**config.mk**
```make
export PLATFORM = sky130hd
export DESIGN_NAME = irq_subsystem
export DESIGN_NICKNAME = d
export VERILOG_FILES = /design/src/source/irq_pkg.sv /design/src/source/reg_bus_if.sv /design/src/source/gpio_edge_detect.sv /design/src/source/host_port.sv /design/src/source/interrupt_controller.sv /design/src/source/irq_subsystem.sv /design/src/source/video_timing.sv
export VERILOG_INCLUDE_DIRS = /design/src /design/src/source
export SDC_FILE = /design/constraint.sdc
export NUM_CORES = 1
export LEC_CHECK = 0
export CAP_MARGIN = 20
export CORE_MARGIN = 5
export CORE_UTILIZATION = 55
export DETAILED_ROUTE_END_ITERATION = 10
export DONT_BUFFER_PORTS = 1
export HOLD_SLACK_MARGIN = 0.03
export PLACE_DENSITY_LB_ADDON = 0.12
export SLEW_MARGIN = 30
export SYNTH_ARGS = -nofsm -noshare
export SYNTH_HDL_FRONTEND = slang
export SYNTH_SLANG_ARGS = --single-unit
```
**constraint.sdc**
```tcl
create_clock -name CLK -period 1.4 [get_ports CLK]
set_clock_uncertainty 0.1 [all_clocks]
set_input_delay 0.21 -clock CLK [delete_from_list [all_inputs] [get_ports CLK]]
set_output_delay 0.21 -clock CLK [all_outputs]
set_load 0.005 [all_outputs]
```
**src/source/irq_macros.svh**
```systemverilog
`ifndef IRQ_MACROS_SVH
`define IRQ_MACROS_SVH

// register bus data width
`define IRQ_DATA_BITS 16

// interrupt sources feeding the controller
`define IRQ_N_SOURCES 5

// irq number width, 0 means no interrupt
`define IRQ_ID_BITS 4

// video timing totals, kept small so a frame is short in simulation
`define VT_H_TOTAL 16  // clocks per line
`define VT_V_TOTAL 8   // lines per frame

`endif

```
**src/source/irq_pkg.sv**
```systemverilog
`include "irq_macros.svh"

package irq_pkg;

	// one register data word on the internal bus
	typedef logic [`IRQ_DATA_BITS - 1 : 0] reg_data_t;

	// register map of the interrupt controller
	typedef enum logic [3:0] {
		ENABLE  = 4'h0,  // source enable mask
		CLEAR   = 4'h1,  // write a mask to clear pending bits
		PENDING = 4'h2   // latched sources, read only
	} reg_addr_e;

	// one bit per interrupt source
	typedef logic [`IRQ_N_SOURCES - 1 : 0] irq_vec_t;

	// bit positions in irq_vec_t, lowest position wins
	typedef enum int unsigned {
		HSYNC     = 0,
		VSYNC     = 1,
		AUDIO     = 2,
		SPI_FLASH = 3,
		GPIO      = 4
	} irq_src_e;

	// source position plus one, 0 when nothing is active
	typedef logic [`IRQ_ID_BITS - 1 : 0] irq_id_t;

endpackage

```
**src/source/reg_bus_if.sv**
```systemverilog
`timescale 1ns/1ps

interface reg_bus_if;

	irq_pkg::reg_addr_e address;  // register select
	irq_pkg::reg_data_t wdata;
	irq_pkg::reg_data_t rdata;    // combinational from address
	logic wr;                     // one cycle write strobe

	modport master (
		output address,
		output wdata,
		output wr,
		input  rdata
	);

	modport slave (
		input  address,
		input  wdata,
		input  wr,
		output rdata
	);

endinterface

```
**src/source/gpio_edge_detect.sv**
```systemverilog
`timescale 1ns/1ps

module gpio_edge_detect (
	input  logic CLK,
	input  logic RSTb,
	input  logic gpio,     // asynchronous pin
	output logic irq_req   // one cycle per rising edge
);

logic sync_0;
logic sync_1;
logic prev;
logic rise;

// sync_1 is the first stable copy of the pin
assign rise = sync_1 && !prev;

always_ff @(posedge CLK) begin
	if (!RSTb) begin
		sync_0 <= 1'b0;
		sync_1 <= 1'b0;
	end else begin
		sync_0 <= gpio;
		sync_1 <= sync_0;
	end
end

// edge register, request lands on the third edge after the pin rises
always_ff @(posedge CLK) begin
	if (!RSTb) begin
		prev    <= 1'b0;
		irq_req <= 1'b0;
	end else begin
		prev    <= sync_1;
		irq_req <= rise;
	end
end

endmodule

```
**src/source/host_port.sv**
```systemverilog
`timescale 1ns/1ps

module host_port (
	input  logic CLK,
	input  logic RSTb,
	input  logic host_req,
	input  logic host_wr,
	input  irq_pkg::reg_addr_e host_addr,
	input  irq_pkg::reg_data_t host_wdata,
	output irq_pkg::reg_data_t host_rdata,
	output logic host_ack,
	reg_bus_if.master bus
);

typedef enum logic [1:0] {
	ST_IDLE,    // waiting for a request
	ST_ACCESS,  // address on the bus, wr strobe if writing
	ST_ACK      // ack held until the host drops req
} state_t;

state_t state;
irq_pkg::reg_addr_e addr_q;
irq_pkg::reg_data_t wdata_q;
logic wr_q;

assign bus.address = addr_q;
assign bus.wdata   = wdata_q;
assign bus.wr      = wr_q;

always_ff @(posedge CLK) begin
	if (!RSTb) begin
		state    <= ST_IDLE;
		wr_q     <= 1'b0;
		host_ack <= 1'b0;
	end else begin
		case (state)
			ST_IDLE: begin
				if (host_req) begin
					wr_q  <= host_wr;  // single strobe for this access
					state <= ST_ACCESS;
				end
			end
			ST_ACCESS: begin
				wr_q     <= 1'b0;
				host_ack <= 1'b1;
				state    <= ST_ACK;
			end
			ST_ACK: begin
				// a held req keeps ack high and starts nothing new
				if (!host_req) begin
					host_ack <= 1'b0;
					state    <= ST_IDLE;
				end
			end
			default: begin
				wr_q     <= 1'b0;
				host_ack <= 1'b0;
				state    <= ST_IDLE;
			end
		endcase
	end
end

// transaction payload, captured once per access
always_ff @(posedge CLK) begin
	if (state == ST_IDLE && host_req) begin
		addr_q  <= host_addr;
		wdata_q <= host_wdata;
	end
	if (state == ST_ACCESS)
		host_rdata <= bus.rdata;  // valid together with ack
end

endmodule

```
**src/source/interrupt_controller.sv**
```systemverilog
`timescale 1ns/1ps
`include "irq_macros.svh"

module interrupt_controller (
	input  logic CLK,
	input  logic RSTb,
	reg_bus_if.slave bus,
	input  irq_pkg::irq_vec_t irq_in,
	output logic interrupt,
	output irq_pkg::irq_id_t irq
);

irq_pkg::irq_vec_t enable;
irq_pkg::irq_vec_t pending;
irq_pkg::irq_vec_t clear_mask;  // registered, applied one edge after the write
irq_pkg::irq_vec_t masked;
irq_pkg::irq_vec_t wr_bits;

logic enable_wr;
logic clear_wr;
logic any_active;
irq_pkg::irq_id_t irq_next;

assign wr_bits   = bus.wdata[`IRQ_N_SOURCES - 1 : 0];
assign enable_wr = bus.wr && (bus.address == irq_pkg::ENABLE);
assign clear_wr  = bus.wr && (bus.address == irq_pkg::CLEAR);

// register reads, upper bits stay zero
always_comb begin
	case (bus.address)
		irq_pkg::ENABLE:  bus.rdata = irq_pkg::reg_data_t'(enable);
		irq_pkg::PENDING: bus.rdata = irq_pkg::reg_data_t'(pending);
		default:          bus.rdata = '0;  // CLEAR and unused addresses
	endcase
end

always_ff @(posedge CLK) begin
	if (!RSTb) begin
		enable     <= '0;
		clear_mask <= '0;
	end else begin
		if (enable_wr)
			enable <= wr_bits;
		clear_mask <= clear_wr ? wr_bits : '0;
	end
end

// a source still high sets its bit again in the same edge it is cleared
always_ff @(posedge CLK) begin
	if (!RSTb)
		pending <= '0;
	else
		pending <= (pending & ~clear_mask) | irq_in;
end

assign masked = pending & enable;

// lowest enabled position wins, so scan from the top down
always_comb begin
	irq_next   = '0;
	any_active = 1'b0;
	for (int i = `IRQ_N_SOURCES - 1; i >= 0; i--) begin
		if (masked[i]) begin
			irq_next   = irq_pkg::irq_id_t'(i + 1);
			any_active = 1'b1;
		end
	end
end

always_ff @(posedge CLK) begin
	if (!RSTb) begin
		interrupt <= 1'b0;
		irq       <= '0;
	end else begin
		interrupt <= any_active;
		irq       <= irq_next;
	end
end

endmodule

```
**src/source/irq_subsystem.sv**
```systemverilog
`timescale 1ns/1ps

module irq_subsystem (
	input  logic CLK,
	input  logic RSTb,
	input  logic host_req,
	input  logic host_wr,
	input  irq_pkg::reg_addr_e host_addr,
	input  irq_pkg::reg_data_t host_wdata,
	output irq_pkg::reg_data_t host_rdata,
	output logic host_ack,
	input  logic gpio,
	input  logic irq_audio,
	input  logic irq_spi_flash,
	output logic interrupt,
	output irq_pkg::irq_id_t irq
);

reg_bus_if bus0 ();

logic hsync_irq;
logic vsync_irq;
logic gpio_irq;
irq_pkg::irq_vec_t irq_src;

// source vector in irq_src_e order
assign irq_src[irq_pkg::HSYNC]     = hsync_irq;
assign irq_src[irq_pkg::VSYNC]     = vsync_irq;
assign irq_src[irq_pkg::AUDIO]     = irq_audio;
assign irq_src[irq_pkg::SPI_FLASH] = irq_spi_flash;
assign irq_src[irq_pkg::GPIO]      = gpio_irq;

host_port host_port0 (
	.CLK        (CLK),
	.RSTb       (RSTb),
	.host_req   (host_req),
	.host_wr    (host_wr),
	.host_addr  (host_addr),
	.host_wdata (host_wdata),
	.host_rdata (host_rdata),
	.host_ack   (host_ack),
	.bus        (bus0.master)
);

interrupt_controller irq_ctrl0 (
	.CLK       (CLK),
	.RSTb      (RSTb),
	.bus       (bus0.slave),
	.irq_in    (irq_src),
	.interrupt (interrupt),
	.irq       (irq)
);

gpio_edge_detect gpio_edge0 (
	.CLK     (CLK),
	.RSTb    (RSTb),
	.gpio    (gpio),
	.irq_req (gpio_irq)
);

video_timing video_timing0 (
	.CLK       (CLK),
	.RSTb      (RSTb),
	.hsync_irq (hsync_irq),
	.vsync_irq (vsync_irq)
);

endmodule

```
**src/source/video_timing.sv**
```systemverilog
`timescale 1ns/1ps
`include "irq_macros.svh"

module video_timing (
	input  logic CLK,
	input  logic RSTb,
	output logic hsync_irq,  // once per line
	output logic vsync_irq   // once per frame, together with hsync
);

localparam int H_BITS = $clog2(`VT_H_TOTAL);
localparam int V_BITS = $clog2(`VT_V_TOTAL);

localparam logic [H_BITS - 1 : 0] H_LAST = H_BITS'(`VT_H_TOTAL - 1);
localparam logic [V_BITS - 1 : 0] V_LAST = V_BITS'(`VT_V_TOTAL - 1);

logic [H_BITS - 1 : 0] h_cnt;  // clock within line
logic [V_BITS - 1 : 0] v_cnt;  // line within frame
logic h_wrap;
logic v_wrap;

assign h_wrap = (h_cnt == H_LAST);
assign v_wrap = h_wrap && (v_cnt == V_LAST);

always_ff @(posedge CLK) begin
	if (!RSTb) begin
		h_cnt <= '0;
		v_cnt <= '0;
	end else begin
		if (h_wrap) begin
			h_cnt <= '0;
			if (v_wrap)
				v_cnt <= '0;
			else
				v_cnt <= v_cnt + 1'b1;
		end else begin
			h_cnt <= h_cnt + 1'b1;
		end
	end
end

// requests are high in the cycle the counters read zero
always_ff @(posedge CLK) begin
	if (!RSTb) begin
		hsync_irq <= 1'b0;
		vsync_irq <= 1'b0;
	end else begin
		hsync_irq <= h_wrap;
		vsync_irq <= v_wrap;
	end
end

endmodule

```
Word-level counts from Yosys, hierarchy flattened
Index checks and enable logic that the tools add are counted.

cells by class
  equal/unequal tests = 8
  bitwise logic cells = 7
  reductions and logical operators = 16
  multiplexer cells = 19
  add/subtract/negate cells = 2

operators with widths
  operator                                             count
  bitwise AND 5 bit                                    2
  case mux 5 bit (2 select lines)                      1
  2-to-1 mux 3 bit                                     3
  2-to-1 mux 1 bit                                     8
  2-to-1 mux 2 bit                                     4
  AND reduction 2 bit                                  4
  case mux 2 bit (3 select lines)                      1
  logical AND 1 bit                                    5
  NOT 5 bit                                            1
  bitwise OR 5 bit                                     1
  OR reduction 5 bit                                   1
  adder 4 x 1 -> 4 bit, second input constant          1
  equality test 4 x 1 -> 1 bit, second input constant  1
  equality test 4 x 2 -> 1 bit, second input constant  1
  equality test 4 bit, second input constant           1
  logical NOT 4 bit                                    1
  != test 2 bit, second input constant                 2
  OR reduction 2 bit                                   2
  OR reduction 4 bit                                   1
  adder 3 x 1 -> 3 bit, second input constant          1
  equality test 3 bit, second input constant           1
  NOT 1 bit                                            3
  case mux 1 bit (3 select lines)                      1
  equality test 2 x 1 -> 1 bit, second input constant  1
  4 further kinds                                      4

word-level totals
  input bits = 27
  register bits after elaboration = 62
  output and inout bits = 22
  word-level logic and storage cells = 74

Depth between registers and ports, before layout
Gate-level depths: netlist (run 1).

  word-level depth = 6
  mapped depth = 4
  gate-level depth less buffers = 4

Hierarchy
Synthesis (run 1) repeated with hierarchy kept, for this count alone.

second synthesis, totals
  cell total of the unflattened synthesis = 185
  area, all modules = 2578.7 sq um

by module, submodules not included
  module                sequential area each (sq um)  cells each  area an instance (sq um)  instances
  host_port             1161.1                        52          1239.9                    1
  interrupt_controller  380.4                         96          887.1                     1
  video_timing          180.2                         29          340.3                     1
  gpio_edge_detect      80.1                          8           111.4                     1

Worst setup path before layout (run 1)
No wires, ideal clock.

  path kind = reg-to-reg
  start point = register host_port0.state[0]
  end point = register host_port0.addr_q[0] (netlist: host_port0.bus.address[0]) (enable)
  cell stages (with the launch flop) = 3
  path buffers = 0
  slack = 0.033 ns
  arrival = 0.893 ns
  data required time = 0.926 ns
  library setup time = 0.374 ns
  period minus slack after synthesis = 1.367 ns
  path through = dfxtp_1 nand2b_1 nor2_1

on the way
  longest elaborated chain between the ends = 2

RTL lines
  element                 RTL line         RTL
  start, declared         host_port.sv:21  state_t state;
  start signal, assigned  host_port.sv:32  state <= ST_IDLE;
  start signal, assigned  host_port.sv:40  state <= ST_ACCESS;
  start signal, assigned  host_port.sv:46  state <= ST_ACK;
  logical NOT 2 bit       host_port.sv:66  if (state == ST_IDLE && host_req) begin
  logical AND 1 bit       host_port.sv:66
  end signal, assigned    host_port.sv:67  addr_q <= host_addr;
  end, declared           host_port.sv:22  irq_pkg::reg_addr_e addr_q;

Every way passes these cells.
A chain may end at the register's enable or synchronous reset.

Worst setup path in the final report (run 1)
  start point = register host_port0.addr_q[3] (netlist: host_port0.bus.address[3])
  end point = register irq_ctrl0.enable[1]

on the way
  longest elaborated chain between the ends = 2

RTL lines
  element               RTL line                    RTL
  logical NOT 4 bit     interrupt_controller.sv:25  assign enable_wr = bus.wr && (bus.address == irq_pkg::ENABLE);
  logical AND 1 bit     interrupt_controller.sv:25
  end signal, assigned  interrupt_controller.sv:43  enable <= wr_bits;
  end, declared         interrupt_controller.sv:13  irq_pkg::irq_vec_t enable;

Every way passes these cells.

==> results of run 1 <==
per-layer routing:
| metal | share of wire [%] | vias up |
|---|---|---|
| met3 | 5.0 | 7 |
| li1 | - | 611 |
| met2 | 49 | 35 |
| met1 | 44 | 602 |
| met5 | 0 | - |
| met4 | 1.6 | 0 |
worst min-delay path: cells and delay by family:
kind / cells / cell delay [ps]
simple gates: 2 / 190
compound gates: 1 / 70
what timing repair did:
| action | in CTS | in global routing |
|---|---|---|
| gates resized for setup | 1 | 12 |
| hold buffers | 30 | 0 |
| pin swaps | 0 | 1 |
| endpoints found under the hold margin | 32 | 0 |
| endpoints found under the setup margin | 10 | 20 |
area by class of cell:
class	instances	area, sq um	area share (%)
clock buffers	8	70.1	3.05
inverters	7	26.3	1.14
well taps	46	57.6	2.51
flip-flops and latches	50	1150	50.1
repair buffers	36	350	15.3
multi-input cells	105	642	28.0
state kept, by name, summed over array words and instances (netlist names):
signal                   count
irq_ctrl0.clear_mask         5
gpio_edge0.sync_1            1
gpio_edge0.prev              1
host_port0.bus.wr            1
irq_ctrl0.enable             5
irq_ctrl0.interrupt          1
host_port0.bus.address       4
gpio_edge0.irq_req           1
host_port0.state             2
irq_ctrl0.irq                3
video_timing0.vsync_irq      1
video_timing0.h_cnt          4
video_timing0.hsync_irq      1
gpio_edge0.sync_0            1
host_port0.host_ack          1
video_timing0.v_cnt          3
host_port0.bus.wdata         5
irq_ctrl0.pending            5
host_port0.host_rdata        5
Yosys cell counts:
cell / count / area (sq um)
o21ai_0: 1 / 5.00
nand2b_1: 1 / 6.26
a32oi_1: 1 / 8.76
a41oi_1: 1 / 8.76
and2_1: 9 / 56.3
a32o_1: 1 / 10.0
xor2_1: 1 / 8.76
nor2_8: 1 / 20.0
nand2b_4: 1 / 13.8
edfxtp_1: 14 / 420
ha_1: 3 / 37.5
clkbuf_1: 1 / 3.75
a22o_1: 2 / 17.5
conb_1: 1 / 3.75
nor3_1: 4 / 20.0
a21oi_1: 8 / 40.0
buf_2: 3 / 15.0
mux2i_1: 11 / 110
or3_1: 1 / 6.26
nor2b_1: 4 / 25.0
inv_1: 7 / 26.3
nand2_1: 19 / 71.3
nor4_2: 1 / 12.5
nand3_1: 2 / 10.0
buf_6: 1 / 11.3
nor2_1: 17 / 63.8
buf_4: 12 / 90.1
o22ai_1: 1 / 6.26
xnor2_1: 1 / 8.76
and3_1: 1 / 6.26
dfxtp_1: 36 / 721
a22oi_1: 1 / 7.51
power by group:
group | internal, mW | total [mW] | switching, mW
registers | 1.54 | 1.57 | 0.0332
logic | 0.0940 | 0.168 | 0.0741
clock network | 0.308 | 0.708 | 0.400
total | 1.94 | 2.45 | 0.507
cells by family (layout without fill, tap and decap cells):
| logic type | after synthesis | after routing | share of synthesized area (%) |
|---|---|---|---|
| compound gates | 16 | 16 | 5.55 |
| simple gates | 61 | 61 | 16.6 |
| mux | 11 | 11 | 5.88 |
| flops | 50 | 50 | 61.0 |
| xor+xnor | 2 | 2 | 0.936 |
| buf+inv | 24 | 51 | 7.82 |
| other cells | 1 | 12 | 0.200 |
| fa+ha+maj | 3 | 3 | 2.01 |
worst min-delay path by stage:
stage / from / endpoint / slack, ps / cells after the start
detailed placement: host_addr[1] / host_port0.bus.address[1] / 210 / 0
global route: RSTb / irq_ctrl0.clear_mask[2] / 50 / 3
finish: host_req / host_port0.state[1] / 50 / 3
global placement: host_addr[1] / host_port0.bus.address[1] / 210 / 0
CTS: host_req / host_port0.state[1] / 40 / 3
floorplan: host_addr[0] / host_port0.bus.address[0] / 210 / 0
==> impl_results.md, run 1 <==
* CP Capture Type: flip-flop
* Largest net degree at the start of global routing at 19
* Slowest CP cell: edfxtp_1
* Setup WS post-layout at -8.13 ps
* Startpoint Class: flip-flop
* Clock transition at path regs at between 100 and 150 ps
* Dpl ws at -20.9 ps
* Post-CTS Setup Bufs at 0
* # diodes at 0
* Setup violations, final at 1
* Post-DP Area at about 1900 sq um
* Die Ht at 68.3 um
* Mapped cell area at 1870 sq um
* Most frequent cells in the layout: 29 x dfxtp_1, 28 x dlygate4sd3_1, 19 x nand2_1, 17 x nor2_1, 14 x edfxtp_1
* Via density at 4.98
* Die area at 4670 sq um
* Synthesis Warnings at 0
* Clock buffer depth at 2
* Fin Hold WS at 52.1 ps
* Unique masters post-synth at 32
* Cell Pwr Density at between 1000 and 1500 nW/um^2
* Unrepaired setup endpoints after global routing: yes
* Fin. Hold Viols at 0
* Worst hold path type: primary input to flip-flop
* Total power at 2.45 mW
* Most common cell after layout, fill and taps aside: dfxtp_1
* Post-layout min period at 1410 ps
* Initial antenna violation count at 0
* Mean Syn Cell Area at 11.1 sq um
* Max Freq at ~0.71 GHz
* WP data required at 1580 ps
* Final count of pins violating max slew at 0
* Dpl cells at between 200 and 250
* CP cell instances: or3_4, nor2_8, mux2i_1
* Final wirelength at 3230 um
* R2R depth at 3
* Syn-to-layout area delta at 22.7%
* Num rows at 21
* Synth Instances at 168
* Status: complete, but fails checks
* Clk_lat worst skew at 350 ps
* Final GP Congestion at 0.805
* Final core utilization at between 60% and 70%
* Worst Path Max Fanout at 5
* Post-route ant nets at 0
* Setup crit end: irq_ctrl0.enable[1]
* Worst setup path class: flip-flop to flip-flop
* Root buf cell: clkbuf_4
* Drt pass-1 iters at 4
* Initial Utilization at 56.5%
* Worst Path Arrival at around 1600 ps
* Final instance area at roughly 2300 sq um
* CTS tree: done
* DRC errors left at 0
* Layout fillers at about 250
* Global route hottest layer: met2
* VDD IR max at 886 uV
* CTS Buf Count at 5
* Part of the cycle the worst path needs at 101%
* Met3 global-route usage at under 10%
* Detailed placer's ending HPWL at just over 2000 um
* Met1 layer usage reported by global route at between 10% and 20%
* CTS H-tree depth at 2
* Final non-filler cell total at 252
* RR Startpoint: host_port0.bus.address[3]
* Core ar. at 3310 sq um
* Critical Path Source: host_port0.bus.address[3]
* First-pass GRT wire length at 5470 um
* Vias in the first global route at about 1200
* GR Util All Layers at about 16%
* Critical path's largest stage delay at 430 ps
* Share of post-route cells with drive strength above 1 at about 13%
* #FFs+latches synth at 50
* Max Cap Viol at 0
* CP Buf/Inv Count at 0
* Count of nets after finishing at 235
* Failing checks: setup timing
* Pleak at slightly above 0.9 nW
* Seq/Total Area, Yosys at approximately three fifths
* Die X at 68.3 um
* Cell family contributing the most delay on the critical path: simple AND/OR/NAND/NOR gates
* Reg2reg end: irq_ctrl0.enable[1]
* Drt first-iter violations at 35
* Port buffer count at 0
* DR WL/cell at 12.8 um
* Reg2reg setup slack at -8 ps
* Grt total ovfl at 0
* Sum Neg Setup Slack at -8.13 ps
* Critical path depth in cells at 3
* Vias at ~1300
* Top-Level Pins at 49
* Met2 Usage GRT at 28.5%
* CTS Sinks at 50
No activity file was read; power rests on OpenSTA's default activity.
==> run 2, diff against run 1 <==
==> constraint.sdc (replaced) <==
create_clock -name CLK -period 1.4 [get_ports CLK]
set_clock_uncertainty 0.1 [all_clocks]
set_input_delay 0.28 -clock CLK [delete_from_list [all_inputs] [get_ports CLK]]
set_output_delay 0.28 -clock CLK [all_outputs]
set_load 0.005 [all_outputs]
==> impl_results.md, run 2 (same netlist as run 1, synthesis figures left out) <==
* Status: completed
* Worst hold stages at 2
* WP data required at 1580 ps
* RR Startpoint: host_port0.bus.address[0]
* Combinational share of power at just over 7%
* Pint at 1.88 mW
* First-pass GRT wire length at between 5000 and 6000 um
* Die Ht at 68.3 um
* Total power at about 2.4 mW
* Top sig layer: met4
* CP cell instances: or3_4, nor2_8, mux2i_1
* Sequential share of power at 65.7%
* Share of post-route cells with drive strength above 1 at a little over a tenth
* Count of nets after finishing at between 200 and 250
* Initial antenna violation count at 0
* Worst setup path class: flip-flop to flip-flop
* Max Freq at 0.729 GHz
* Clock transition at path regs at 130 ps
* Port buffer count at 0
* Num rows at 21
* Reg2reg setup slack at between 20 and 30 ps
* Drt first-iter violations at 53
* Top-Level Pins at 49
* DR WL/cell at 12.6 um
* Worst Path Arrival at 1550 ps
* Layout fillers at 252
* Worst hold path type: primary input to flip-flop
* Pleak at slightly above 0.9 nW
* Vias in the first global route at 1213
* Part of the cycle the worst path needs at 97.9%
* Core ar. at 3310 sq um
* Dpl ws at -27.9 ps
* Final count of pins violating max slew at 0
* Final instance area at 2280 sq um
* Cell family contributing the most delay on the critical path: simple AND/OR/NAND/NOR gates
* Setup violations, final at 0
* Fin. Hold Viols at 0
* Clock buffer depth at 2
* Sum Neg Setup Slack at 0 ps
* Initial Utilization at 56.5%
* Hold Path Origin: RSTb
* Fin Hold WS at 102 ps
* Die area at 4670 sq um
* Final wirelength at 3200 um
* CTS Buf Count at 5
* Most frequent cells in the layout: 33 x dfxtp_1, 31 x dlygate4sd3_1, 18 x nand2_1, 17 x nor2_1, 14 x edfxtp_1
* CP Capture Type: flip-flop
* Post-layout min period at about 1400 ps
* Unrepaired setup endpoints after global routing: yes
* # diodes at 0
* Final core utilization at between 60% and 70%
* GR Util All Layers at between 10% and 20%
* Detailed placer's ending HPWL at 2000 um
* Switching share of power at 21.3%
* Critical path's largest stage delay at 420 ps
* CTS tree: done
* Vias at 1241
* Dpl cells at 214
* VDD IR max at 786 uV
* Slowest CP cell: edfxtp_1
* Grt total ovfl at 0
* Post-route ant nets at 0
* CTS Sinks at 50
* Clock power share at a little over a quarter
* R2R depth at 3
* Final GP Congestion at 0.789
* Worst Path Max Fanout at 5
* Reg2reg end: irq_ctrl0.enable[1]
* CTS H-tree depth at 2
* Via density at a little under 5
* Most common cell after layout, fill and taps aside: dfxtp_1
* Die X at about 68 um
* Drt pass-1 iters at 4
* Sw power at 0.509 mW
* CP Buf/Inv Count at 0
* End of the worst hold path: gpio_edge0.irq_req
* Clk_lat worst skew at 350 ps
* DRC errors left at 0
* Startpoint Class: flip-flop
* Largest net degree at the start of global routing at 20
* Max Cap Viol at 0
* Met1 wire length at 1380 um
* Cell Pwr Density at 1040 nW/um^2
* Setup WS post-layout at 29.1 ps
* Post-DP Area at 1900 sq um
* Root buf cell: clkbuf_4
* Final non-filler cell total at around 250
* Met3 WL post-DR at roughly 200 um
* Metal2 WL at approximately 1600 um
* Syn-to-layout area delta at 22.1%
[run 2: cell types whose count changed in the layout (fill, tap and decap cells not counted), moves of 2 or more]
cell            previous run  this run
dlygate4sd3_1             28        31
dfxtp_1                   29        33
dlymetal6s4s_1             2         0
dfxtp_2                    7         3
[run 2: worst register-to-register path: cells and delay by family, from the launching register on]
kind             cells  cell delay (ps)
DFF                  1              420
muxes                1              200
and+or+nand+nor      2              580
[run 2: per-layer routing]
layer	up-vias	GRT usage [%]
li1	617	-
met1	579	18.8
met2	40	26.7
met3	5	3.94
met4	0	8.19
met5	-	0
[run 2: timing repair]
item | CTS | global route
buffers inserted | 0 | 1
endpoints found under the setup margin | 10 | 12
hold buffers | 31 | 0
gates resized for setup | 1 | 4
pin swaps | 0 | 2
hold endpoints to repair | 30 | 0
[run 2: worst max-delay path by stage]
stage | cells past startpoint | end | from
final | 3 | irq_ctrl0.enable[1] | host_port0.bus.address[0]
after global routing | 3 | irq_ctrl0.enable[4] | host_port0.bus.address[3]
after CTS | 3 | irq_ctrl0.enable[4] | host_port0.bus.address[0]
after detailed placement | 3 | irq_ctrl0.enable[4] | host_port0.bus.address[0]
after global placement | 3 | irq_ctrl0.enable[4] | host_port0.bus.address[0]
after floorplan | 2 | host_port0.bus.address[0] | host_port0.state[0]
[run 2: layout make-up]
type / instances / area (sq um) / share of cell area [%]
Clock inverter: 1 / 5.00 / 0.219
Inverter: 7 / 26.3 / 1.15
Multi-Input combinational cell: 105 / 633 / 27.7
Clock buffer: 7 / 55.1 / 2.41
Timing Repair Buffer: 38 / 363 / 15.9
Sequential cell: 50 / 1140 / 50.1
Tap cell: 46 / 57.6 / 2.52
[run 2: power groups by stage]
| stage | clock network (mW) | logic [mW] | registers [mW] |
|---|---|---|---|
| CTS | 0.677 | 0.166 | 1.57 |
| finish | 0.648 | 0.170 | 1.57 |
| global placement | 0 | 0.102 | 1.60 |
| floorplan | 0 | 0.114 | 1.59 |
| global route | 0.736 | 0.189 | 1.58 |
| detailed placement | 0 | 0.106 | 1.60 |
